[src/design/bp_pkg.sv]
// sizes, vector typedefs, jump type enum, resolve, prediction and entry structs
package bp_pkg;

  localparam logic [31:0] RESET_PC = 32'h1c00_0000;

  localparam int BTB_SIZE  = 64;
  localparam int BTB_IDX_W = 6;
  localparam int BTB_TAG_W = 8;

  localparam int QUEUE_SIZE  = 8;
  localparam int QUEUE_IDX_W = 3;

  localparam int STAT_W = 32;

  typedef logic [31:0]            addr_t;
  typedef logic [29:0]            word_addr_t;
  typedef logic [BTB_IDX_W-1:0]   btb_idx_t;
  typedef logic [BTB_TAG_W-1:0]   btb_tag_t;
  typedef logic [1:0]             counter_t;
  typedef logic [3:0]             slot_mask_t;
  typedef logic [QUEUE_IDX_W-1:0] queue_idx_t;
  typedef logic [STAT_W-1:0]      stat_t;

  typedef enum logic [1:0] {
    JUMP_COND     = 2'd0,
    JUMP_DIRECT   = 2'd1,
    JUMP_INDIRECT = 2'd2,
    JUMP_CALL     = 2'd3
  } jump_type_e;

  // one execute-stage result, 70 bits, flush on top
  typedef struct packed {
    logic       flush;
    addr_t      pc;
    logic       valid;
    logic       taken;
    logic       pre_fail;
    addr_t      target;
    jump_type_e jump_type;
  } resolve_t;

  // lookup result for the current fetch group
  typedef struct packed {
    addr_t      next_pc;
    slot_mask_t slot_valid;
    slot_mask_t slot_jump;
  } pred_t;

  // target buffer line, counter kept apart
  typedef struct packed {
    jump_type_e jump_type;
    btb_tag_t   tag;
    word_addr_t target;
  } entry_t;

endpackage

[src/design/group_predict.sv]
// group slot mask and choice of the first predicted-taken slot
`timescale 1ns/1ps

module group_predict (
  input  bp_pkg::addr_t           fetch_pc,
  input  bp_pkg::entry_t [3:0]    rd_entry,
  input  bp_pkg::slot_mask_t      rd_hit,
  input  bp_pkg::counter_t [3:0]  rd_counter,
  output bp_pkg::pred_t           pred
);

  bp_pkg::slot_mask_t group_mask;
  bp_pkg::slot_mask_t slot_taken;

  // slots before the fetch pc are not part of this group
  always_comb
  begin
    case (fetch_pc[3:2])
      2'd0:    group_mask = 4'b1111;
      2'd1:    group_mask = 4'b1110;
      2'd2:    group_mask = 4'b1100;
      default: group_mask = 4'b1000;
    endcase
  end

  always_comb
  begin
    for (int i = 0; i < 4; i++)
    begin
      slot_taken[i] = rd_hit[i] && (rd_counter[i] >= 2'd2) && group_mask[i];
    end
  end

  // walk down so the lowest taken slot is written last
  always_comb
  begin
    pred.next_pc    = {fetch_pc[31:4] + 28'd1, 4'b0000};
    pred.slot_valid = group_mask;
    pred.slot_jump  = '0;
    for (int i = 3; i >= 0; i--)
    begin
      if (slot_taken[i])
      begin
        pred.next_pc    = {rd_entry[i].target, 2'b00};
        pred.slot_valid = group_mask & bp_pkg::slot_mask_t'((5'd1 << (i + 1)) - 5'd1);
        pred.slot_jump  = bp_pkg::slot_mask_t'(4'b0001 << i);
      end
    end
  end

endmodule

[config.mk]
export PLATFORM = sky130hd
export DESIGN_NAME = group_predict
export DESIGN_NICKNAME = d
export VERILOG_FILES = /design/src/design/bp_pkg.sv /design/src/design/group_predict.sv
export SDC_FILE = /design/constraint.sdc
export NUM_CORES = 1
export LEC_CHECK = 0
export ABC_CLOCK_PERIOD_IN_PS = 4230
export BUFFER_PORTS_ARGS = -buffer_cell sky130_fd_sc_hd__buf_2
export CAP_MARGIN = 20
export CORE_AREA = 2 2 94 96
export DETAILED_ROUTE_END_ITERATION = 16
export DIE_AREA = 0 0 96 98
export SLEW_MARGIN = 40
export SYNTH_ARGS = -nofsm -noshare
export SYNTH_HDL_FRONTEND = slang
export SYNTH_SLANG_ARGS = --single-unit
export TNS_END_PERCENT = 10
[constraint.sdc]
create_clock -name vclk -period 4.23
set_clock_uncertainty 0.2 [all_clocks]
set_input_delay 0.2115 -clock vclk [all_inputs]
set_output_delay 0.2115 -clock vclk [all_outputs]
set_load 0.005 [all_outputs]
==> reports/qor.csv <==
metric;value;unit
Least-Margin Pin Slew;789;ps
Final Util;31.9;%
slowest CP cell;nor2_1;
GRT overflow;0;
routed vias/inst;5.30;
largest net degree at the start of global routing;36;
fin cells;554;
chip width;96;um
drt first pass iters;5;
startpoint types;input pin;
fin worst setup slack;1550;ps
number of max-cap violations;0;
Mapped Avg Cell Area;6.13;um2
Final min period;2680;ps
worst setup path class;input pin to output port;
max-slew violations;0;
LEAKAGE;1.28;nW
Final ANT Viol Nets;0;
DRC Markers;0;
Cell variety after synth;44;
post-route cell area;2700;um2
Layout Nets;653;
WL final;9.72;mm
Post-Synthesis Cells;266;
# IOs;244;
P_int;0.138;mW
WL/cell;17.5;um
Worst Path Buf+Inv;4;
area post-placement;2700;um2
Routability Congestion;0.966;
fin crit share;63.5;%
Crit. End Element;output port;
Site Rows;34;
Pwr Total;0.284;mW
family with the most delay on the worst path;buffers and inverters;
Flop pwr share;0;%
Comb pwr share;100.0;%
CP Max Fanout;35;
cell count after placement;554;
post-synthesis sequential area ratio;0;%
layout cells sized above 1;46.9;%
Worst Hold Class;input pin to output port;
Buffers on Ports;196;
delay of the slowest cell on the worst path;640;ps
sw frac;51.3;%
hold buffers post-CTS;0;
commonest non-fill, non-tap cell in the layout;buf_2;
Core Area;8470;um2
CP Cell Sequence;buf_2, nor2_1, nand3_1, buf_4, clkinv_1, nor2_1, o2111ai_1, o211ai_1, buf_2;
Vias;2936;
Achievable Freq;0.372;GHz
pre-CTS setup slack;1540;ps
most frequent cells in the layout;buf_2, nor2_1, nand2_1;
Area Overhead vs Synth;65.7;%
Detailed Place HPWL;7.94;mm
sum of negative setup slack;0;ps
GRT Util Overall;18.6;%
initial drt markers;180;
post-cts resize count;0;
ANT cells;0;
initial antenna violation count;1;
first-pass GRT wire length;13.7;mm
power share of the clock group;0;%
Die H;98;um
RSZ-0062 raised after global routing;false;
die area;9410;um2
VDD IR max;22.8;uV
WP data arrival;2270;ps
Starting Density;19.3;%
Layout fillers;945;
clk_buf instances;0;
Sequential Area;0;um2
hold slack;501;ps
Ys Warns;0;
mapped cell area;1630;um2
post-CTS setup buffers;0;
Slew HR;47.2;%
Hold Vio Cnt, Final;0;
FF+latch count;0;
final setup violating endpoints;0;
vias in the first global route;2687;
PwrDens;105;nW/um2
status;complete, no violations;
switching power;0.145;mW
Critical Path RT;3820;ps
## cell type report
class	count	area (um2)	area share, %
multi-input cells	242	1540	56.9
repair buffers	201	1020	37.7
inverters	3	11.3	0.416
well taps	108	135	5.00
## tightest hold or removal path, delay by kind of cell
kind | cells | cell delay (ps)
compound gates | 1 | 60
buf+inv | 2 | 190
simple gates | 1 | 30
## path summary, 6_finish.rpt
check,startpoint,end,cells past startpoint
setup / recovery,fetch_pc[3],pred[32],9
hold / removal,rd_entry[6],pred[16],4
## power by group through the flow
| stage | combinational [mW] | sequential, mW | clock (mW) |
|---|---|---|---|
| after detailed placement | 0.284 | 0 | 0 |
| after CTS | 0.285 | 0 | 0 |
| after floorplan | 0.124 | 0 | 0 |
| final | 0.284 | 0 | 0 |
| after global placement | 0.280 | 0 | 0 |
| after global routing | 0.313 | 0 | 0 |
## layer usage
metal	share of wire [%]	global-route usage [%]
met5	0.13	0
met4	0.86	2.31
met3	9.2	3.55
met2	48	33.2
met1	41	23.4
## Yosys cell counts (8+ instances only)
| cell | instances | area [um2] |
|---|---|---|
| a211oi_1 | 8 | 60.1 |
| a21oi_1 | 11 | 55.1 |
| a221oi_1 | 9 | 78.8 |
| a222oi_1 | 10 | 100 |
| a31oi_1 | 8 | 50.1 |
| clkbuf_1 | 15 | 56.3 |
| nand2_1 | 27 | 101 |
| nand3_1 | 10 | 50.1 |
| nand4_1 | 12 | 75.1 |
| nor2_1 | 35 | 131 |
| nor3_1 | 8 | 40.0 |
| o21ai_0 | 18 | 90.1 |
| xor2_1 | 17 | 149 |
## cell families after synthesis
kind of cell,synth area share (%)
and+or+nand+nor,36.3
AOI/OAI and AO/OA,44.4
buffers and inverters,6.52
xor gates and xnor gates,11.8
adders and majority gates,0.767
other,0.230
No activity file was read; power rests on OpenSTA's default activity.
