==> src/design/bp_pkg.sv <==
// sizes, vector typedefs, jump type enum, resolve, prediction and entry structs
package bp_pkg;

  localparam logic [31:0] RESET_PC = 32'h1c00_0000;

  localparam int BTB_SIZE  = 64;
  localparam int BTB_IDX_W = 6;
  localparam int BTB_TAG_W = 8;

  localparam int QUEUE_SIZE  = 8;
  localparam int QUEUE_IDX_W = 3;

  localparam int STAT_W = 32;

  typedef logic [31:0]            addr_t;
  typedef logic [29:0]            word_addr_t;
  typedef logic [BTB_IDX_W-1:0]   btb_idx_t;
  typedef logic [BTB_TAG_W-1:0]   btb_tag_t;
  typedef logic [1:0]             counter_t;
  typedef logic [3:0]             slot_mask_t;
  typedef logic [QUEUE_IDX_W-1:0] queue_idx_t;
  typedef logic [STAT_W-1:0]      stat_t;

  typedef enum logic [1:0] {
    JUMP_COND     = 2'd0,
    JUMP_DIRECT   = 2'd1,
    JUMP_INDIRECT = 2'd2,
    JUMP_CALL     = 2'd3
  } jump_type_e;

  // one execute-stage result, 70 bits, flush on top
  typedef struct packed {
    logic       flush;
    addr_t      pc;
    logic       valid;
    logic       taken;
    logic       pre_fail;
    addr_t      target;
    jump_type_e jump_type;
  } resolve_t;

  // lookup result for the current fetch group
  typedef struct packed {
    addr_t      next_pc;
    slot_mask_t slot_valid;
    slot_mask_t slot_jump;
  } pred_t;

  // target buffer line, counter kept apart
  typedef struct packed {
    jump_type_e jump_type;
    btb_tag_t   tag;
    word_addr_t target;
  } entry_t;

endpackage

==> src/design/resolve_check.sv <==
// misprediction check, redirect select, queue pop and resolve statistics
`timescale 1ns/1ps

module resolve_check (
  input  logic               clk,
  input  logic               reset,
  input  bp_pkg::resolve_t   resolve_0,
  input  bp_pkg::resolve_t   resolve_1,
  input  logic               wr_valid_0,
  input  logic               wr_valid_1,
  input  bp_pkg::word_addr_t head,
  input  logic               head_valid,
  output logic               redirect,
  output bp_pkg::addr_t      redirect_pc,
  output logic               pop,
  output bp_pkg::stat_t      num_resolved,
  output bp_pkg::stat_t      num_correct
);

  logic checked_0;
  logic checked_1;
  logic mispredict_0;
  logic mispredict_1;
  logic correct_0;
  logic correct_1;

  // taken branch that was in the table while a prediction is pending
  assign checked_0 = resolve_0.valid && resolve_0.taken && !resolve_0.pre_fail &&
                     wr_valid_0 && head_valid;
  assign checked_1 = resolve_1.valid && resolve_1.taken && !resolve_1.pre_fail &&
                     wr_valid_1 && head_valid;

  assign mispredict_0 = checked_0 && (resolve_0.target[31:2] != head);
  assign mispredict_1 = checked_1 && (resolve_1.target[31:2] != head);
  assign correct_0    = checked_0 && (resolve_0.target[31:2] == head);
  assign correct_1    = checked_1 && (resolve_1.target[31:2] == head);

  assign redirect    = resolve_0.flush || resolve_1.flush || mispredict_0 || mispredict_1;
  // older slot wins the redirect target
  assign redirect_pc = (resolve_0.flush || mispredict_0) ? resolve_0.target : resolve_1.target;
  assign pop         = (correct_0 || correct_1) && !redirect;

  always_ff @(posedge clk)
  begin
    if (reset)
    begin
      num_resolved <= '0;
      num_correct  <= '0;
    end
    else
    begin
      num_resolved <= num_resolved + bp_pkg::stat_t'(resolve_0.valid) +
                      bp_pkg::stat_t'(resolve_1.valid);
      if (!redirect)
      begin
        num_correct <= num_correct + bp_pkg::stat_t'(resolve_0.valid) +
                       bp_pkg::stat_t'(resolve_1.valid);
      end
    end
  end

endmodule

==> config.mk <==
export PLATFORM = sky130hd
export DESIGN_NAME = resolve_check
export DESIGN_NICKNAME = d
export VERILOG_FILES = /design/src/design/bp_pkg.sv /design/src/design/resolve_check.sv
export SDC_FILE = /design/constraint.sdc
export NUM_CORES = 1
export LEC_CHECK = 0
export BUFFER_PORTS_ARGS = -buffer_cell sky130_fd_sc_hd__buf_2
export CAP_MARGIN = 15
export CELL_PAD_IN_SITES_DETAIL_PLACEMENT = 1
export CELL_PAD_IN_SITES_GLOBAL_PLACEMENT = 1
export CORE_AREA = 2 2 115 129
export DETAILED_ROUTE_END_ITERATION = 8
export DIE_AREA = 0 0 117 131
export GPL_TIMING_DRIVEN = 1
export PLACE_DENSITY_LB_ADDON = 0.1
export SETUP_SLACK_MARGIN = 0.05
export SKIP_CTS_REPAIR_TIMING = 1
export SYNTH_ARGS = -nofsm -noshare
export SYNTH_HDL_FRONTEND = slang
export SYNTH_SLANG_ARGS = --single-unit
==> constraint.sdc <==
create_clock -name clk -period 3.3 [get_ports clk]
set_input_delay 0.165 -clock clk [delete_from_list [all_inputs] [get_ports clk]]
set_output_delay 0.165 -clock clk [all_outputs]
set_load 0.01 [all_outputs]
==> impl_metrics.yaml <==
run_status:
  status: "finished, final reports clean"
grt:
  antenna_found_initial: 5
  grt_usage: 0.187
  grt_pass1_vias: 4356
  grt_max_degree: 41
  grt_pass1_wl_um: 22100
  use_met3: 0.0604
  top_usage_layer: "met2"
  grt_util_met1: 0.210
  grt-ovfl-total: 0
  gr-usage-met2: 0.331
timing:
  slew_headroom: 0.474
  rsz0062_at_grt: "no"
  hold_viol: 0
  setup_violations: 0
  fin_skew_ps: 7.65
  max_freq_mhz: 363
  max_slew.worst_pin.slew_ps: 789
  setup-tns-final_ps: 0
  finalMaxSlewViolations: 0
  period_minus_slack_ps: 2750
  finalCritPeriodShare: 0.834
synthesis:
  synth_area_mm2: 0.00400
  ys.flop_type: "dfxtp_1"
  yosysTopAreaCellShare: 0.320
  synth_warnings: 0
  syn_inst: 473
  synthArstFlopShare: 0
  synth-seq-cells: 64
  yosysTopAreaCell: "dfxtp_1"
  avgSynthCellArea_um2: 8.45
  ys_types: 34
  synth_edf_count: 0
  synthTopCellsByArea: "dfxtp_1 32%, xnor2_1 14%, mux2_2 8.7%"
  synth_nets: 652
  yosysSeqAreaShare: 0.320
detailed_routing:
  drc: 0
  detail-route-antenna-nets: 0
  drtPass1Iterations: 4
  wl_per_cell_um: 16.7
  wirelength_um: 14600
  vias_per_cell: 4.86
  drt-initial-drc-count: 109
  vias: 4257
placed_design:
  io_buffers: 204
  place_inst: 857
  placed_area_mm2: 0.00523
  place_hpwl_um: 11900
  gp_congestion: 0.822
clocking:
  cts.clk_slew.worst_paths_ps: 60
  h-tree-depth: 3
  cts_buffers: 9
  clock-sinks: 64
  cts_tree: "done"
  worstSkewPairLatency_ps: 330
  root_buffer: "clkbuf_16"
  cts_buffer_depth: 2
worst_setup_path:
  crit_cells: 10
  endpoint_kind: "register"
  cp_top_family: "simple AND/OR/NAND/NOR gates"
  ff2ff_setup_slack_ps: 550
  crit_required_ps: 3560
  cp-startpoint: "num_correct[0]"
  cp-endpoint: "num_correct[25]"
  crit_path_cell_trace: "inv_1 -> fa_1 -> nor2b_1 -> and4_1 -> nand2_1 -> nor4_1 -> nand4b_1 -> buf_4 -> or3_1 -> a21oi_1"
  rr_startpoint: "num_correct[0]"
  rr_worst_depth: 10
  path_buf_inv: 2
  critPathSlowestCell: "fa_1"
  crit_path_max_fanout: 8
  path_class: "register to register"
  crit_path_max_incr_delay_ps: 400
  r2r-end: "num_correct[25]"
  crit_path_start_kind: "register"
  arrival_ps: 3010
finish:
  nets: 855
  stdcell_count: 876
  area_delta_synth_final_pct: 38.4
  final_area_mm2: 0.00554
  layout-drive-gt1-share: 0.389
floorplan:
  start_util: 0.284
  die_area_mm2: 0.0153
  core_area_mm2: 0.0141
  row_count: 46
  die_h_um: 131
  die_w_um: 117
  ios: 273
flow_run:
  drv_cap: 0
min_path:
  min_path_cells: 4
  hp-class: "primary input to register"
power:
  powerDensity_mw_per_mm2: 378
  leakage_nw: 2.30
  worst_ir_drop_vdd_v: 0.000190
[cells by family after synthesis]
logic type	count (synthesis)	synth area share
AO/OA/AOI/OAI	61	0.0835
XOR/XNOR	89	0.195
adder cells (fa/ha/maj)	4	0.0163
buffers and inverters	29	0.0300
flip-flops	64	0.320
multiplexers	35	0.0982
AND/OR/NAND/NOR	191	0.257
[per-layer routing]
layer	wire [um]	share of wire
met1	6020	0.41
met2	7110	0.49
met3	1160	0.079
met4	282	0.019
met5	27	0.0018
[tightest hold or removal path, delay by kind of cell]
family                     cells  cell delay (ps)
buffers and inverters          2              220
and+or+nand+nor                1               40
adders and majority gates      1              190
[through the flow]
stage          power [mW]   util  setup WS [ps]  hold slack (ps)
2_1_floorplan       0.983      -            857              409
3_3_place_gp         1.15  0.371            568              459
3_5_place_dp         1.15  0.371            459              483
4_1_cts              2.12  0.392            481              345
5_1_grt              2.18  0.392            311              359
6_report             2.09  0.393            549              341
[cell type report]
type	count	area, um^2
Tap cell	192	240
Sequential cell	64	1280
Clock inverter	7	70.1
Fill cell	1795	8570
Antenna cell	3	7.51
Clock buffer	9	225
Timing Repair Buffer	211	1070
Inverter	10	37.5
Multi-Input combinational cell	380	2600
[power breakdown]
group / total, mW / internal, mW / switching [mW]
sequential: 0.786 / 0.780 / 0.00591
combinational: 0.347 / 0.171 / 0.176
clock: 0.957 / 0.586 / 0.372
total: 2.09 / 1.54 / 0.553
[state kept, by name, indices dropped and copies added, names as in the netlist]
register	cells
num_resolved	32
num_correct	32
[worst min path at each step]
stage          slack, ps            from         endpoint
2_1_floorplan        410           reset  num_correct[31]
3_3_place_gp         460  num_correct[0]   num_correct[0]
3_5_place_dp         480  num_correct[0]   num_correct[0]
4_1_cts              350   resolve_1[36]  num_resolved[0]
5_1_grt              360   resolve_1[36]  num_resolved[0]
6_report             340   resolve_1[36]  num_resolved[0]
[synthesized netlist by cell type (4+ instances only)]
library cell   n
nor4_1         7
o21ai_0       21
nor2b_1        8
nand2_1       32
xnor2_1       65
or4_1          7
inv_1         10
dfxtp_1       64
xor2_1        24
nand4_1       26
nor2_1        40
and3_1        12
mux2_2        31
and4_1         4
o31ai_1        7
a21oi_1       30
or3_1         21
clkbuf_1      13
nand3_1       25
[cell usage in the layout (no fill, tap or decap), types with 2 or more instances in the layout]
master / n
buf_2: 204
xnor2_1: 65
dfxtp_1: 64
nor2_1: 40
nand2_1: 32
mux2_2: 31
a21oi_1: 30
nand4_1: 26
nand3_1: 25
xor2_1: 24
o21ai_0: 21
or3_1: 21
and3_1: 12
inv_1: 10
clkbuf_16: 9
nor4_1: 7
nor2b_1: 7
o31ai_1: 7
or4_1: 7
buf_4: 7
and4_1: 4
diode_2: 3
mux2_1: 3
nor3_1: 3
clkinv_2: 3
a21o_2: 2
or2_2: 2
fa_1: 2
ha_1: 2
inv_6: 2
No activity file was read; power rests on OpenSTA's default activity.
