### src/design/bp_pkg.sv
// sizes, vector typedefs, jump type enum, resolve, prediction and entry structs
package bp_pkg;

  localparam logic [31:0] RESET_PC = 32'h1c00_0000;

  localparam int BTB_SIZE  = 64;
  localparam int BTB_IDX_W = 6;
  localparam int BTB_TAG_W = 8;

  localparam int QUEUE_SIZE  = 8;
  localparam int QUEUE_IDX_W = 3;

  localparam int STAT_W = 32;

  typedef logic [31:0]            addr_t;
  typedef logic [29:0]            word_addr_t;
  typedef logic [BTB_IDX_W-1:0]   btb_idx_t;
  typedef logic [BTB_TAG_W-1:0]   btb_tag_t;
  typedef logic [1:0]             counter_t;
  typedef logic [3:0]             slot_mask_t;
  typedef logic [QUEUE_IDX_W-1:0] queue_idx_t;
  typedef logic [STAT_W-1:0]      stat_t;

  typedef enum logic [1:0] {
    JUMP_COND     = 2'd0,
    JUMP_DIRECT   = 2'd1,
    JUMP_INDIRECT = 2'd2,
    JUMP_CALL     = 2'd3
  } jump_type_e;

  // one execute-stage result, 70 bits, flush on top
  typedef struct packed {
    logic       flush;
    addr_t      pc;
    logic       valid;
    logic       taken;
    logic       pre_fail;
    addr_t      target;
    jump_type_e jump_type;
  } resolve_t;

  // lookup result for the current fetch group
  typedef struct packed {
    addr_t      next_pc;
    slot_mask_t slot_valid;
    slot_mask_t slot_jump;
  } pred_t;

  // target buffer line, counter kept apart
  typedef struct packed {
    jump_type_e jump_type;
    btb_tag_t   tag;
    word_addr_t target;
  } entry_t;

endpackage

### src/design/predict_queue.sv
// in-order queue of predicted jump targets with push, pop and clear
`timescale 1ns/1ps

module predict_queue (
  input  logic               clk,
  input  logic               reset,
  input  logic               push,
  input  bp_pkg::word_addr_t push_target,
  input  logic               pop,
  input  logic               clear,
  output bp_pkg::word_addr_t head,
  output logic               head_valid
);

  bp_pkg::word_addr_t            mem [bp_pkg::QUEUE_SIZE];
  logic [bp_pkg::QUEUE_SIZE-1:0] entry_valid;
  bp_pkg::queue_idx_t            head_ptr;
  bp_pkg::queue_idx_t            tail_ptr;
  logic                          full;
  logic                          do_push;

  assign full       = entry_valid[tail_ptr];
  assign do_push    = push && !full;
  assign head       = mem[head_ptr];
  assign head_valid = entry_valid[head_ptr];

  always_ff @(posedge clk)
  begin
    if (reset || clear)
    begin
      entry_valid <= '0;
      head_ptr    <= '0;
      tail_ptr    <= '0;
    end
    else
    begin
      if (pop && head_valid)
      begin
        entry_valid[head_ptr] <= 1'b0;
        head_ptr              <= head_ptr + bp_pkg::queue_idx_t'(1);
      end
      // full queue drops the push
      if (do_push)
      begin
        entry_valid[tail_ptr] <= 1'b1;
        tail_ptr              <= tail_ptr + bp_pkg::queue_idx_t'(1);
      end
    end
  end

  always_ff @(posedge clk)
  begin
    if (do_push && !clear)
      mem[tail_ptr] <= push_target;
  end

endmodule

### config.mk
export PLATFORM = sky130hd
export DESIGN_NAME = predict_queue
export DESIGN_NICKNAME = d
export VERILOG_FILES = /design/src/design/bp_pkg.sv /design/src/design/predict_queue.sv
export SDC_FILE = /design/constraint.sdc
export NUM_CORES = 1
export LEC_CHECK = 0
export ABC_AREA = 1
export BUFFER_PORTS_ARGS = -buffer_cell sky130_fd_sc_hd__buf_4
export CAP_MARGIN = 40
export CORE_AREA = 2 2 129 131
export CTS_CLUSTER_SIZE = 25
export DETAILED_ROUTE_END_ITERATION = 10
export DIE_AREA = 0 0 131 133
export PLACE_DENSITY = 0.93
export SYNTH_ARGS = -nofsm -noshare
export SYNTH_HDL_FRONTEND = slang
export SYNTH_SLANG_ARGS = --single-unit
### constraint.sdc
create_clock -name clk -period 9.1 [get_ports clk]
set_clock_uncertainty 0.05 [all_clocks]
set_input_delay 1.365 -clock clk [delete_from_list [all_inputs] [get_ports clk]]
set_output_delay 1.365 -clock clk [all_outputs]
set_load 0.05 [all_outputs]
==> flow_summary.yaml, run 1 <==
outcome:
  status: "finished clean"
timing:
  tns_ns: 0
  drv_slew: 0
  rsz0062_at_grt: "false"
  worstMarginPinSlew_ns: 0.735
  worst_slack_ns: 4.42
  post-route-min-period_ns: 4.68
  hold_viol: 0
  fmax_ghz: 0.214
  slew_headroom_pct: 51.0
  setup_viol: 0
  worst_hold_slack_ns: 0.436
  post-route-period-util_pct: 51.4
detailed_routing:
  routed_via_density: 6.25
  vias: 7102
  ant_nets: 0
  drc_errors: 0
  drt_iter0_markers: 856
  routed_wl_mm: 24.1
  drt_pass1_iterations: 5
  wl_per_cell_um: 21.2
synthesis:
  yosys.area_share.simple_pct: 14.1
  synth.avg_cell_area_um2: 12.2
  synth_top_area_share_pct: 69.9
  synth_top_cell_by_area: "edfxtp_1"
  synth_nets: 882
  yosys_register_bits: 257
  synth_top_family_by_area: "simple AND/OR/NAND/NOR gates"
  netlist_area_um2: 10300
  muxShareOfSynthArea_pct: 0
  yosysWarnings: 0
  synth_compound_gate_area_share_pct: 9.14
  ys_types: 27
  synth_cells: 845
  yosys-top-cells-area: "edfxtp_1 (70%), nor2_1 (7.5%), o32ai_1 (5.1%)"
  synth_fa_ha_area_share_pct: 0.243
  yosys.area_share.xor_xnor_pct: 0
  yosysSeqAreaShare_pct: 73.2
worst_setup_path:
  worstPathRequired_ns: 7.69
  critical_path_peak_fanout: 68
  cp_slowest_cell: "clkinv_2"
  cp-end-kind: "output pin"
  slowest_delay_ns: 0.71
  arrival_ns: 3.26
  crit_type: "reg -> out"
  cp_cell_sequence: "clkinv_2, buf_4, nor2_1, o32ai_1, nand2_1, nand2_1, buf_4"
  start_kind: "flop"
clocking:
  h-tree-depth: 1
  path_clk_slew_ns: 0.07
  clkSinkCount: 257
  numCtsBuffers: 24
  clockRootBuffer: "clkbuf_16"
  hold_buffers: 0
  clk_latency_ns: 0.51
  cts_tree: "yes"
  post_cts_buffers: 0
  ctsResizeCount: 0
  cts_buffer_depth: 3
floorplanning:
  die_h_um: 133
  fp.coreArea_um2: 16200
  dieArea_um2: 17400
  start_util_pct: 63.8
  fp.dieW_um: 131
  io_pins: 66
  rows: 47
grt:
  grt_pass1_wl_mm: 36.8
  track_usage_pct: 27.9
  grt_overflow: 0
  grt_pass1_vias: 6965
  grt_max_degree: 92
  antenna_found_initial: 0
place:
  place_area_um2: 11100
  gp_congestion: 0.833
  placement.io_buffers: 65
  preCtsSetupSlack_ns: 5.01
  hpwl_mm: 13.2
worst_hold_path:
  hp-class: "reg -> reg"
power_and_ir_drop:
  cellPowerDensity_nw_per_um2: 207
  ir_drop_v: 0.000170
  power_leakage_nw: 4.17
layout:
  nets: 935
  antennaDiodeCount: 0
  final_area_um2: 11900
  fill_cells: 908
  syn_to_final_growth_pct: 15.2
  drive_gt1_share_pct: 14.6
job:
  maxCapViolCount: 0
==> sequential cells by signal, summed over array words and instances, names as in the netlist, named ones only <==
| signal | count |
|---|---|
| tail_ptr | 3 |
| mem | 240 |
| entry_valid | 8 |
| head_ptr | 3 |
==> synth_stat cells, drive strengths merged <==
| cell | count |
|---|---|
| clkinv | 1 |
| nand2 | 129 |
| edfxtp | 240 |
| o32ai | 60 |
| clkbuf | 22 |
| nor2 | 208 |
| buf | 29 |
| a31oi | 1 |
| nand4 | 7 |
| nand3 | 20 |
| dfxtp | 17 |
| ha | 2 |
| inv | 25 |
| o21ai | 68 |
| nor3 | 4 |
| a21oi | 12 |
==> per-layer routing <==
layer,share of wire [%],global-route usage [%],wire length [um]
met1,36,36.6,8790
met2,51,46.9,12400
met3,9.3,4.65,2240
met4,3.0,11.0,714
met5,0,0,0
==> report_power, final <==
| part | switching (mW) | internal, mW | leakage [nW] | total [mW] |
|---|---|---|---|---|
| sequential | 0.00687 | 1.30 | 2.31 | 1.31 |
| clock | 0.412 | 0.605 | 0.393 | 1.02 |
| combinational | 0.0932 | 0.0395 | 1.47 | 0.133 |
| total | 0.512 | 1.95 | 4.17 | 2.46 |
==> path summary, 6_finish.rpt <==
path | to | depth (start not counted) | start | slack (ns)
worst min register to register | entry_valid[1] | 2 | entry_valid[1] | 0.44
worst max-delay path | head[25] | 7 | flop | 4.42
worst min-delay path | entry_valid[1] | 2 | entry_valid[1] | 0.44
worst max register to register | mem[6][13] | 7 | tail_ptr[1] | 6.67
==> area by class of cell <==
type	instances	area (um^2)	share of cell area, %
multi-input combinational	511	2480	20.9
sequential	257	7550	63.6
clock inverter	10	121	1.02
inverter	26	101	0.853
timing repair buffer	78	676	5.68
tap	220	275	2.32
clock buffer	34	679	5.72
==> kinds of logic (layout without fill, tap and decap cells) <==
family / after synthesis / after routing
AO/OA/AOI/OAI: 141 / 141
AND/OR/NAND/NOR: 368 / 368
buffers and inverters: 77 / 148
adder cells (fa/ha/maj): 2 / 2
flip-flops: 257 / 257
==> layout by cell type (no fill, tap or decap), drive strengths merged <==
master | Yosys | layout
o32ai | 60 | 60
nand4 | 7 | 7
bufinv | 0 | 3
dfxtp | 17 | 17
edfxtp | 240 | 240
clkinv | 1 | 9
o21ai | 68 | 68
ha | 2 | 2
nor3 | 4 | 4
clkbuf | 22 | 34
nand2 | 129 | 129
nor2 | 208 | 208
inv | 25 | 24
nand3 | 20 | 20
a21oi | 12 | 12
buf | 29 | 78
a31oi | 1 | 1
==> critical path: cells and delay by family (launching register included) <==
family	cells	cell delay [ns]
flip-flops	1	0.66
AO/OA/AOI/OAI	1	0.12
AND/OR/NAND/NOR	3	0.41
buffers and inverters	3	1.49
==> metrics by stage <==
step	power, mW	util (%)	std cells
after floorplan	1.41	-	845
after global placement	1.46	67.7	1086
after detailed placement	1.46	68.5	1092
after CTS	2.46	73.5	1136
after global routing	2.51	73.5	1136
final	2.46	73.5	1136
Note: power is estimated with default switching activity, not from simulation.
==> run 2, diff against run 1 <==
- CORE_AREA: 2 2 129 131 -> 2 2 135 137
- DIE_AREA: 0 0 131 133 -> 0 0 137 139
- PLACE_DENSITY: 0.93 -> 0.87
- clock period: 9.1 -> 4.8 ns (I/O delays scaled with it)
==> flow_summary.yaml, run 2 (synthesized netlist as in run 1, its figures left out) <==
detailed_routing:
  routed_via_density: 5.90
  routed_wl_mm: 21.6
  drt_pass1_iterations: 7
  drc_errors: 0
  vias: 6806
  ant_nets: 0
  drt_iter0_markers: 745
  wl_per_cell_um: 18.7
timing:
  setup_viol: 0
  fmax_ghz: 0.281
  tns_ns: 0
  slew_headroom_pct: 42.3
  post-route-min-period_ns: 3.56
  post-route-period-util_pct: 74.2
  rsz0062_at_grt: "false"
  hold_viol: 0
  drv_slew: 0
  worstMarginPinSlew_ns: 0.866
clocking:
  clkSinkCount: 257
  ctsResizeCount: 0
  h-tree-depth: 1
  cts_tree: "yes"
  path_clk_slew_ns: 0.06
  clockRootBuffer: "clkbuf_16"
  cts_buffer_depth: 3
  post_cts_buffers: 0
  hold_buffers: 0
  numCtsBuffers: 26
  clk_latency_ns: 0.52
floorplanning:
  start_util_pct: 58.4
  rows: 49
  fp.dieW_um: 137
  fp.coreArea_um2: 17700
  die_h_um: 139
  dieArea_um2: 19000
  io_pins: 66
worst_setup_path:
  crit_type: "reg -> out"
  critical_path_peak_fanout: 76
  rr_worst_depth: 7
  regToRegEndpoint: "mem[6][28]"
  arrival_ns: 2.79
  critPathCapture: "head[2]"
  start_kind: "flop"
  reg2reg_slack_ns: 2.28
  worstPathRequired_ns: 4.03
  worstReg2RegStart: "tail_ptr[1]"
  cp-end-kind: "output pin"
layout:
  drive_gt1_share_pct: 15.7
  ff_latch_area_um2: 7550
  mostFrequentLayoutCells: "edfxtp_1 (240), nor2_1 (200), nand2_1 (127), buf_4 (75), o21ai_0 (65)"
  syn_to_final_growth_pct: 16.6
  antennaDiodeCount: 0
  final_area_um2: 12000
  top_register: "mem"
  fin_cells: 1153
  final_common_cell: "edfxtp_1"
  nets: 941
  top_regs: "mem (240), entry_valid (8)"
  multiInputGateArea_um2: 2480
  fill_cells: 1179
  postLayoutCoreUtil_pct: 68.1
  largest_reg_flops: 240
place:
  dp.cells: 1105
  hpwl_mm: 12.5
  gp_congestion: 0.823
  place_area_um2: 11100
  placement.io_buffers: 65
grt:
  grt_pass1_vias: 6611
  grt_overflow: 0
  met2_usage_pct: 37.7
  grt_max_degree: 91
  track_usage_pct: 22.8
  use_met1_pct: 31.7
  busiest_layer: "met2"
  antenna_found_initial: 0
  grt_pass1_wl_mm: 34.0
  use_met3_pct: 3.33
job:
  maxCapViolCount: 0
worst_hold_path:
  hp-class: "in -> reg"
power_and_ir_drop:
  ir_drop_v: 0.000303
  power_mw: 4.80
  power_leakage_nw: 4.25
  cellPowerDensity_nw_per_um2: 399
outcome:
  status: "finished clean"
run 2: cell types whose count changed in the layout (fill, tap and decap cells not counted), moves of 2 or more:
cell	delta
buf_4	+3
clkbuf_16	+2
clkinv_2	+3
clkbuf_1	-3
run 2: worst max-delay path: stages (launching register included):
cell and delay [ns]:
dfxtp_4 0.56, clkinv_2 0.59, buf_12 0.45, nor2_1 0.16, o32ai_1 0.11, nand2_1 0.09, nand2_1 0.08, buf_4 0.20
run 2: worst min path at each step:
stage | startpoint | endpoint | slack [ns] | cells after the start
after floorplan | entry_valid[3] | entry_valid[3] | 0.40 | 2
after global placement | entry_valid[3] | entry_valid[3] | 0.42 | 2
after detailed placement | entry_valid[1] | entry_valid[1] | 0.44 | 2
after CTS | push_target[2] | mem[1][2] | 0.36 | 1
after global routing | push_target[2] | mem[0][2] | 0.37 | 1
final | push_target[10] | mem[1][10] | 0.38 | 1
run 2: metal layers:
metal | up-vias | share of wire, %
met3 | 46 | 6.7
li1 | 3153 | -
met4 | 0 | 2.4
met5 | - | 0
met1 | 3287 | 41
met2 | 320 | 50
run 2: power by group:
part	internal, mW	total [mW]	leakage [nW]	switching, mW
Sequential	2.47	2.48	2.31	0.0131
Clock	1.27	2.07	0.441	0.802
Combinational	0.0755	0.244	1.50	0.168
run 2: layout make-up:
class,count,area share [%]
Sequential cell,257,62.8
Multi-Input combinational cell,511,20.6
Clock buffer,33,5.97
Timing Repair Buffer,82,5.97
Tap cell,229,2.38
Clock inverter,15,1.45
Inverter,26,0.842
run 2: metrics by stage:
stage          hold WS (ns)  worst slack [ns]
2_1_floorplan         0.402              1.15
3_3_place_gp          0.422              1.91
3_5_place_dp          0.438              1.83
4_1_cts               0.362              1.23
5_1_grt               0.371              1.04
6_report              0.381              1.24
