File: config.mk
export PLATFORM = sky130hd
export DESIGN_NAME = fetch_pc_reg
export DESIGN_NICKNAME = d
export VERILOG_FILES = /design/src/design/bp_pkg.sv /design/src/design/fetch_pc_reg.sv
export SDC_FILE = /design/constraint.sdc
export NUM_CORES = 1
export LEC_CHECK = 0
export ABC_CLOCK_PERIOD_IN_PS = 800
export BUFFER_PORTS_ARGS = -buffer_cell sky130_fd_sc_hd__buf_2
export CAP_MARGIN = 20
export CORE_MARGIN = 8
export CORE_UTILIZATION = 37
export DETAILED_ROUTE_END_ITERATION = 6
export GPL_ROUTABILITY_DRIVEN = 0
export PLACE_DENSITY = 0.77
export SYNTH_ARGS = -nofsm -noshare
export SYNTH_HDL_FRONTEND = slang
export SYNTH_SLANG_ARGS = --single-unit
export TNS_END_PERCENT = 5
File: constraint.sdc
create_clock -name clk -period 0.8 [get_ports clk]
set_input_delay 0.04 -clock clk [delete_from_list [all_inputs] [get_ports clk]]
set_output_delay 0.04 -clock clk [all_outputs]
set_load 0.02 [all_outputs]
File: src/design/bp_pkg.sv
// sizes, vector typedefs, jump type enum, resolve, prediction and entry structs
package bp_pkg;

  localparam logic [31:0] RESET_PC = 32'h1c00_0000;

  localparam int BTB_SIZE  = 64;
  localparam int BTB_IDX_W = 6;
  localparam int BTB_TAG_W = 8;

  localparam int QUEUE_SIZE  = 8;
  localparam int QUEUE_IDX_W = 3;

  localparam int STAT_W = 32;

  typedef logic [31:0]            addr_t;
  typedef logic [29:0]            word_addr_t;
  typedef logic [BTB_IDX_W-1:0]   btb_idx_t;
  typedef logic [BTB_TAG_W-1:0]   btb_tag_t;
  typedef logic [1:0]             counter_t;
  typedef logic [3:0]             slot_mask_t;
  typedef logic [QUEUE_IDX_W-1:0] queue_idx_t;
  typedef logic [STAT_W-1:0]      stat_t;

  typedef enum logic [1:0] {
    JUMP_COND     = 2'd0,
    JUMP_DIRECT   = 2'd1,
    JUMP_INDIRECT = 2'd2,
    JUMP_CALL     = 2'd3
  } jump_type_e;

  // one execute-stage result, 70 bits, flush on top
  typedef struct packed {
    logic       flush;
    addr_t      pc;
    logic       valid;
    logic       taken;
    logic       pre_fail;
    addr_t      target;
    jump_type_e jump_type;
  } resolve_t;

  // lookup result for the current fetch group
  typedef struct packed {
    addr_t      next_pc;
    slot_mask_t slot_valid;
    slot_mask_t slot_jump;
  } pred_t;

  // target buffer line, counter kept apart
  typedef struct packed {
    jump_type_e jump_type;
    btb_tag_t   tag;
    word_addr_t target;
  } entry_t;

endpackage

File: src/design/fetch_pc_reg.sv
// fetch pc register with reset vector, stall hold and redirect load
`timescale 1ns/1ps

module fetch_pc_reg (
  input  logic          clk,
  input  logic          reset,
  input  logic          stall,
  input  logic          redirect,
  input  bp_pkg::addr_t redirect_pc,
  input  bp_pkg::addr_t next_pc,
  output bp_pkg::addr_t fetch_pc
);

  // redirect beats stall, stall beats prediction
  always_ff @(posedge clk)
  begin
    if (reset)
    begin
      fetch_pc <= bp_pkg::RESET_PC;
    end
    else if (redirect)
    begin
      fetch_pc <= redirect_pc;
    end
    else if (!stall)
    begin
      fetch_pc <= next_pc;
    end
  end

endmodule

==> results.toml, run 1 <==
[setup_path]
cp_num_buf_inv = 1
path_max_fanout = 2
crit_path_cell_trace = "buf_4"
cpLargestDelayFamily = "flip-flops"
crit_path_required_time_ns = 0.76
critical-path-max-stage-delay_ns = 0.33
critical_path.reg2reg.startpoint = "fetch_pc[31]"
critical_path_arrival_ns = 0.75
worstRegToRegCells = 2
worstReg2RegEnd = "fetch_pc[31]"
worstSetupPathType = "reg2out"
start_kind = "flip-flop"
register_to_register_setup_slack_ns = 0.02
critPathSlowestCell = "dfxtp_1"
endpoint_class_of_the_critical_path = "primary output"

[global_routing]
grt_pass1_wl_um = 7189
grt.overflow.total = 0
number_of_global_route_vias_before_repair = 1578
grt_use_total_pct = 13.79
antenna_found_initial = 0
grt_max_degree = 30

[min_path]
worstHoldPathCells = 3
worst_hold_path_type = "in2reg"
hold_path_startpoint = "redirect_pc[28]"
worstHoldEndpoint = "fetch_pc[28]"

[logic_synthesis]
ys_async_sr_fraction_pct = 0
yosysSeqAreaShare_pct = 41.56
ys_ff_latch = 32
syn-instance-count = 144
synth_enable_flop_cells = 0
post_synth.cell_area_avg_um2 = 10.70
syn_std_cell_area_um2 = 1541
synth.yosys.warnings = 0
ys_dominant_reg_cell = "dfxtp_1"
syn_nets = 212
yosys.cell_types.count = 14

[clock_tree]
clk_root_buffer_cell = "clkbuf_8"
clock_tree.htree_level_count = 2
numClockSinks = 32
cts_buffer_depth = 2
clk_pin_slew_worst_paths_ns = 0.06
postCtsSetupRepairBufs = 0
source_to_sink_clock_delay_at_the_later_pin_of_the_worst_skew_pair_ns = 0.27
cts_made_buffers = 5
cts_tree = "done"

[route]
detail-route-antenna-nets = 0
viasPerCell = 4.868
drt_iter0_drc = 77
detail_route.first_pass.iterations = 4
post_drt_wl_per_cell_um = 15.71
wl_um = 4634
drc = 0
via_count = 1436

[sta]
setup-violations-final = 0
worst-slew-pin-transition_ns = 0.5144
layout_setup_ws_ns = 0.01053
finalClockSkew_ns = 0
slew_headroom_pct = 65.66
period_share_pct = 98.68
rsz0062_at_grt = "yes"
finalHoldWorstSlack_ns = 0.01547
min_period_ns = 0.7895
slew_violations = 0
max_clock_freq_mhz = 1267
final-hold-violation-count = 0

[cells_and_area]
layout.core_utilization_pct = 59.59
n_fill_cell = 354
syn_to_final_growth_pct = 54.63
largest_register_ff_count = 32
antenna_cells = 0
drive_gt1_share_pct = 59.59
ff_latch_area_um2 = 676.9
layout.cells.most_common_list = "buf_2 (67), mux2i_1 (32), nor2b_1 (29), dfxtp_2 (29), buf_6 (27)"
layout.cells.most_common = "buf_2"
nets = 312
multi_input_comb_area_um2 = 775.7

[placement]
place.detailed.hpwl_um = 3553
place_ws_ns = -0.09521
numPortBuffers = 99

[pwr]
power_density_nw_per_um2 = 1711
vdd_drop_max_uv = 1018
power.leakage_nw = 1.125

[floorplanning]
core_region_area_um2 = 4000
start_util_pct = 38.54
fp.dieArea_um2 = 6488
die-height_um = 80.55
floorplan.die.width_um = 80.55
io_pins = 100
fp-row-count = 23

[job]
cap_viol_max_count = 0

[outcome]
run_status = "completed"
[repair_timing]
item,in CTS,in global routing
gates resized for setup,60,28
hold endpoints to repair,0,0
hold buffers,0,0
setup endpoints to repair,31,28
pin swaps,0,1
[power by group]
| part | leakage (nW) | switching, mW | total (mW) | internal, mW |
|---|---|---|---|---|
| registers | 0.273 | 0.0849 | 1.83 | 1.74 |
| clock network | 0.0455 | 0.558 | 1.26 | 0.701 |
| logic | 0.807 | 0.458 | 0.993 | 0.535 |
| total | 1.12 | 1.10 | 4.08 | 2.98 |
[how the worst max path moves through the flow]
stage	startpoint	endpoint	slack [ns]	cells past startpoint
floorplan	fetch_pc[24]	fetch_pc[24]	-0.01	2
global placement	stall	fetch_pc[23]	-0.05	4
detailed placement	redirect	fetch_pc[10]	-0.1	3
CTS	fetch_pc[15]	fetch_pc[15]	-0.00003	1
global route	fetch_pc[15]	fetch_pc[15]	-0.03	1
finish	fetch_pc[15]	fetch_pc[15]	0.01	1
[cell usage after synthesis, types with 2 or more instances]
library cell | count | area, um^2
a211oi_1 | 27 | 202.7
a211oi_2 | 2 | 25.02
nor3b_1 | 3 | 22.52
dfxtp_1 | 32 | 640.6
a21oi_1 | 3 | 15.01
buf_2 | 5 | 25.02
buf_6 | 2 | 22.52
nor2b_1 | 29 | 181.4
buf_12 | 3 | 60.06
mux2i_1 | 32 | 320.3
clkbuf_1 | 3 | 11.26
[cells by family after synthesis]
logic type	after synthesis	synth area share, %
DFF	32	41.56
and+or+nand+nor	33	13.47
muxes	32	20.78
AOI/OAI and AO/OA	32	15.75
buffers and inverters	15	8.441
[final cells by class]
type,count,share of cell area [%]
multi-input combinational,97,32.55
timing repair buffer,107,32.49
sequential,32,28.40
clock buffer,8,3.780
tap,50,2.625
inverter,1,0.1575
[stage by stage]
step	std cells	setup TNS [ns]	area (um^2)	power, mW
2_1_floorplan	144	-0.1698	1543	2.330
3_3_place_gp	287	-1.046	2072	2.664
3_5_place_dp	287	-2.126	2072	2.680
4_1_cts	295	-0.00003103	2308	4.056
5_1_grt	295	-0.1178	2384	4.282
6_report	295	0	2384	4.078
[routing by layer]
metal	share of wire, %	up-vias	global-route usage [%]
met2	48	65	23.02
met1	42	650	15.27
met4	0.73	0	4.909
met3	8.8	4	5.692
met5	0	-	0
li1	-	717	-
Note: power is estimated with default switching activity, not from simulation.
==> run 2: changes to the inputs <==
--- a/config.mk
+++ b/config.mk
@@ -12,7 +12,7 @@
 export CORE_UTILIZATION = 37
 export DETAILED_ROUTE_END_ITERATION = 6
 export GPL_ROUTABILITY_DRIVEN = 0
-export PLACE_DENSITY = 0.77
+export PLACE_DENSITY = 0.73
 export SYNTH_ARGS = -nofsm -noshare
 export SYNTH_HDL_FRONTEND = slang
 export SYNTH_SLANG_ARGS = --single-unit
==> results.toml, run 2 (synthesis results as in run 1) <==
[outcome]
run_status = "finished with violations"
violations = "negative hold slack"

[pwr]
comb_power_share_pct = 24.5
power.net_switching_mw = 1.108
vdd_drop_max_uv = 972.8
power_density_nw_per_um2 = 1694
pwr-share-seq_pct = 44.6
internal-power_mw = 2.988
netSwitchingFraction_pct = 27.05
power.leakage_nw = 1.133
power.clock.fraction_pct = 30.8

[floorplanning]
start_util_pct = 38.54
fp-row-count = 23
fp.dieArea_um2 = 6488
io_pins = 100
core_region_area_um2 = 4000
die-height_um = 80.55
floorplan.die.width_um = 80.55

[global_routing]
grt.overflow.total = 0
number_of_global_route_vias_before_repair = 1511
grt_max_degree = 30
grt_pass1_wl_um = 7141
grt_use_total_pct = 13.99
antenna_found_initial = 0

[route]
detail-route-antenna-nets = 0
drc = 0
detail_route.first_pass.iterations = 4
wl_um = 4592
viasPerCell = 4.912
post_drt_wl_per_cell_um = 15.51
drt_iter0_drc = 75
via_count = 1454

[clock_tree]
numClockSinks = 32
postCtsSetupRepairBufs = 0
cts_made_buffers = 5
source_to_sink_clock_delay_at_the_later_pin_of_the_worst_skew_pair_ns = 0.28
clock_tree.htree_level_count = 2
clk_root_buffer_cell = "clkbuf_8"
cts_tree = "done"
clk_pin_slew_worst_paths_ns = 0.06
cts_buffer_depth = 2

[setup_path]
critical-path-max-stage-delay_ns = 0.32
critPathSlowestCell = "dfxtp_2"
crit_path_required_time_ns = 0.76
endpoint_class_of_the_critical_path = "primary output"
worstSetupPathType = "reg2out"
critical_path_arrival_ns = 0.74
cpLargestDelayFamily = "flip-flops"
register_to_register_setup_slack_ns = 0.05
crit_path_cell_trace = "buf_4"
cp_num_buf_inv = 1
start_kind = "flip-flop"
path_max_fanout = 2

[sta]
max_clock_freq_mhz = 1278
layout_setup_ws_ns = 0.01778
setup-violations-final = 0
finalHoldWorstSlack_ns = -0.0002483
period_share_pct = 97.78
fin_setup_tns_ns = 0
min_period_ns = 0.7822
final-hold-violation-count = 1
slew_violations = 0
worst-slew-pin-transition_ns = 0.5500
rsz0062_at_grt = "yes"
slew_headroom_pct = 63.28
finalClockSkew_ns = 0

[min_path]
worst_hold_path_type = "in2reg"

[cells_and_area]
layout.core_utilization_pct = 60.43
drive_gt1_share_pct = 61.38
layout.cells.most_common_list = "buf_2 (67), mux2i_1 (32), dfxtp_2 (32)"
layout.cells.most_common = "buf_2"
nets = 313
largest_register_ff_count = 32
antenna_cells = 0
syn_to_final_growth_pct = 56.82

[placement]
place_ws_ns = -0.07193
numPortBuffers = 99
place.detailed.hpwl_um = 3380

[job]
cap_viol_max_count = 0
## run 2: cell count changes in the layout (fill, tap and decap cells not counted), sizes merged
cell / delta
dlygate4sd3: +2
buf: -1
## run 2: path summary, 6_finish.rpt
kind,cells after the start,from,endpoint
worst max register to register,2,fetch_pc[31],fetch_pc[31]
worst min register to register,2,fetch_pc[26],fetch_pc[26]
worst max-delay path,1,fetch_pc[2],fetch_pc[2]
worst min-delay path,3,redirect_pc[26],fetch_pc[26]
## run 2: final cells by class
| type | count | area, um^2 |
|---|---|---|
| clock buffer | 8 | 90.09 |
| fill | 343 | 1583 |
| inverter | 1 | 3.754 |
| multi-input combinational | 97 | 790.8 |
| sequential | 32 | 680.7 |
| tap | 50 | 62.56 |
| timing repair buffer | 108 | 789.5 |
## run 2: worst register-to-register path, stage by stage, from the launching register on
cell	delay, ns
dfxtp_2	0.32
mux2i_1	0.19
a211oi_2	0.10
## run 2: power by group through the flow
| stage | sequential, mW | clock [mW] | combinational [mW] |
|---|---|---|---|
| after floorplan | 1.96 | 0 | 0.371 |
| after global placement | 1.81 | 0 | 0.847 |
| after detailed placement | 1.81 | 0 | 0.857 |
| after CTS | 1.82 | 1.30 | 0.990 |
| after global routing | 1.85 | 1.37 | 1.08 |
| final | 1.83 | 1.26 | 1.00 |
## run 2: metal layers
| layer | track usage, % | part of all wire, % |
|---|---|---|
| met2 | 20.77 | 47 |
| met1 | 16.36 | 40 |
| met4 | 6.000 | 1.4 |
| met5 | 0 | 0 |
| met3 | 7.254 | 12 |
## run 2: timing repair
action                                  4_1_cts  5_1_grt
gates resized for setup                      80       18
endpoints found under the hold margin         2        0
gates cloned                                  0        0
endpoints found under the setup margin       32       26
hold buffers                                  2        0
## run 2: metrics by stage
stage	total power, mW	cells	area, um^2
after floorplan	2.330	144	1543
after global placement	2.654	286	2052
after detailed placement	2.664	286	2052
after CTS	4.104	296	2367
after global routing	4.294	296	2417
final	4.095	296	2417
==> run 3: changes to the inputs <==
==> constraint.sdc (replaced) <==
create_clock -name clk -period 0.8 [get_ports clk]
set_input_delay 0.08 -clock clk [delete_from_list [all_inputs] [get_ports clk]]
set_output_delay 0.08 -clock clk [all_outputs]
set_load 0.02 [all_outputs]
==> results.toml, run 3 (synthesis results as in run 1) <==
[route]
drt_iter0_drc = 35
detail_route.first_pass.iterations = 4
via_count = 1404
detail-route-antenna-nets = 0
post_drt_wl_per_cell_um = 15.20
wl_um = 4453
viasPerCell = 4.792
drc = 0

[sta]
final-hold-violation-count = 0
max_clock_freq_mhz = 1231
slew_violations = 0
period_share_pct = 101.5
fin_setup_tns_ns = -0.04144
finalHoldWorstSlack_ns = 0.04950
finalClockSkew_ns = 0
layout_setup_ws_ns = -0.01232
min_period_ns = 0.8123
worst-slew-pin-transition_ns = 0.5290
slew_headroom_pct = 64.68
rsz0062_at_grt = "yes"
setup-violations-final = 10

[pwr]
vdd_drop_max_uv = 1098
netSwitchingFraction_pct = 27.13
power.net_switching_mw = 1.071
power.clock.fraction_pct = 28.4
pwr-share-seq_pct = 46.3
power.leakage_nw = 1.122
comb_power_share_pct = 25.3
p_total_mw = 3.949
power_density_nw_per_um2 = 1652
internal-power_mw = 2.878

[floorplanning]
core_region_area_um2 = 4000
floorplan.die.width_um = 80.55
die-height_um = 80.55
io_pins = 100
start_util_pct = 38.54
fp.dieArea_um2 = 6488
fp-row-count = 23

[setup_path]
crit_path_cell_trace = "buf_6"
critical_path_arrival_ns = 0.73
start_kind = "flip-flop"
path_max_fanout = 2
endpoint_class_of_the_critical_path = "primary output"
worstSetupPathType = "reg2out"
cpLargestDelayFamily = "flip-flops"
critPathSlowestCell = "dfxtp_2"
cp_num_buf_inv = 1
crit_path_required_time_ns = 0.72
critical-path-max-stage-delay_ns = 0.34

[clock_tree]
clk_pin_slew_worst_paths_ns = 0.06
clk_root_buffer_cell = "clkbuf_8"
cts_tree = "done"
numClockSinks = 32
cts_made_buffers = 5
cts_buffer_depth = 2
clock_tree.htree_level_count = 2
source_to_sink_clock_delay_at_the_later_pin_of_the_worst_skew_pair_ns = 0.27

[global_routing]
grt_pass1_wl_um = 6824
grt.overflow.total = 0
number_of_global_route_vias_before_repair = 1466
grt_use_total_pct = 13.29
grt_max_degree = 30
antenna_found_initial = 0

[cells_and_area]
nets = 311
largest_register_ff_count = 32
antenna_cells = 0
layout.core_utilization_pct = 59.77
drive_gt1_share_pct = 61.32
layout.cells.most_common_list = "buf_2 (67), mux2i_1 (32), dfxtp_2 (32), buf_6 (32), nor2b_1 (29)"
stdcell_count = 293
syn_to_final_growth_pct = 55.11
layout.cells.most_common = "buf_2"
stdcell_area_um2 = 2391

[placement]
dp_cells = 286
detailed_place.area_um2 = 2064
place.detailed.hpwl_um = 3362
numPortBuffers = 99
place_ws_ns = -0.1243

[outcome]
violations = "negative setup slack"
run_status = "finished with violations"

[job]
cap_viol_max_count = 0

[min_path]
worst_hold_path_type = "in2reg"
==> run 3: cell types whose count changed in the layout (fill, tap and decap cells not counted), moves of 2 or more <==
| cell | delta |
|---|---|
| buf_4 | -2 |
| dlygate4sd3_1 | -2 |
| nor3b_1 | +2 |
| nor3b_2 | -2 |
==> run 3: worst paths after layout <==
path,from,to,slack [ns],cells after the start
min,redirect_pc[27],fetch_pc[27],0.05,3
min reg2reg,fetch_pc[26],fetch_pc[26],0.54,2
max reg2reg,fetch_pc[31],fetch_pc[31],0.05,2
max,fetch_pc[3],fetch_pc[3],-0.01,1
==> run 3: power groups by stage <==
stage	Clock (mW)	Sequential [mW]	Combinational (mW)
finish	1.12	1.83	0.999
detailed placement	0	1.81	0.862
global route	1.25	1.84	1.08
floorplan	0	1.96	0.371
CTS	1.17	1.83	1.00
global placement	0	1.81	0.855
==> run 3: worst reg2reg max path, delay by kind of cell, from the launching register on <==
| family | cells | cell delay (ns) |
|---|---|---|
| AOI/OAI and AO/OA | 1 | 0.23 |
| DFF | 1 | 0.34 |
| muxes | 1 | 0.08 |
==> run 3: area by class of cell <==
type	instances	area, um^2
fill	335	1609
timing repair buffer	106	785.8
multi-input combinational	97	780.7
sequential	32	680.7
clock buffer	6	72.57
tap	50	62.56
clock inverter	1	5.005
inverter	1	3.754
==> run 3: layer usage <==
layer / GRT usage (%) / vias up / wire length (um)
met3: 7.701 / 6 / 534
li1: - / 712 / -
met1: 15.43 / 622 / 1890
met4: 4.182 / 0 / 50
met5: 0 / - / 0
met2: 19.97 / 64 / 1977
==> run 3: timing repair <==
action                     CTS  global route
pin swaps                    0             2
setup endpoints to repair   32            36
buffers inserted             0             0
gates resized for setup     95             2
hold buffers                 0             0
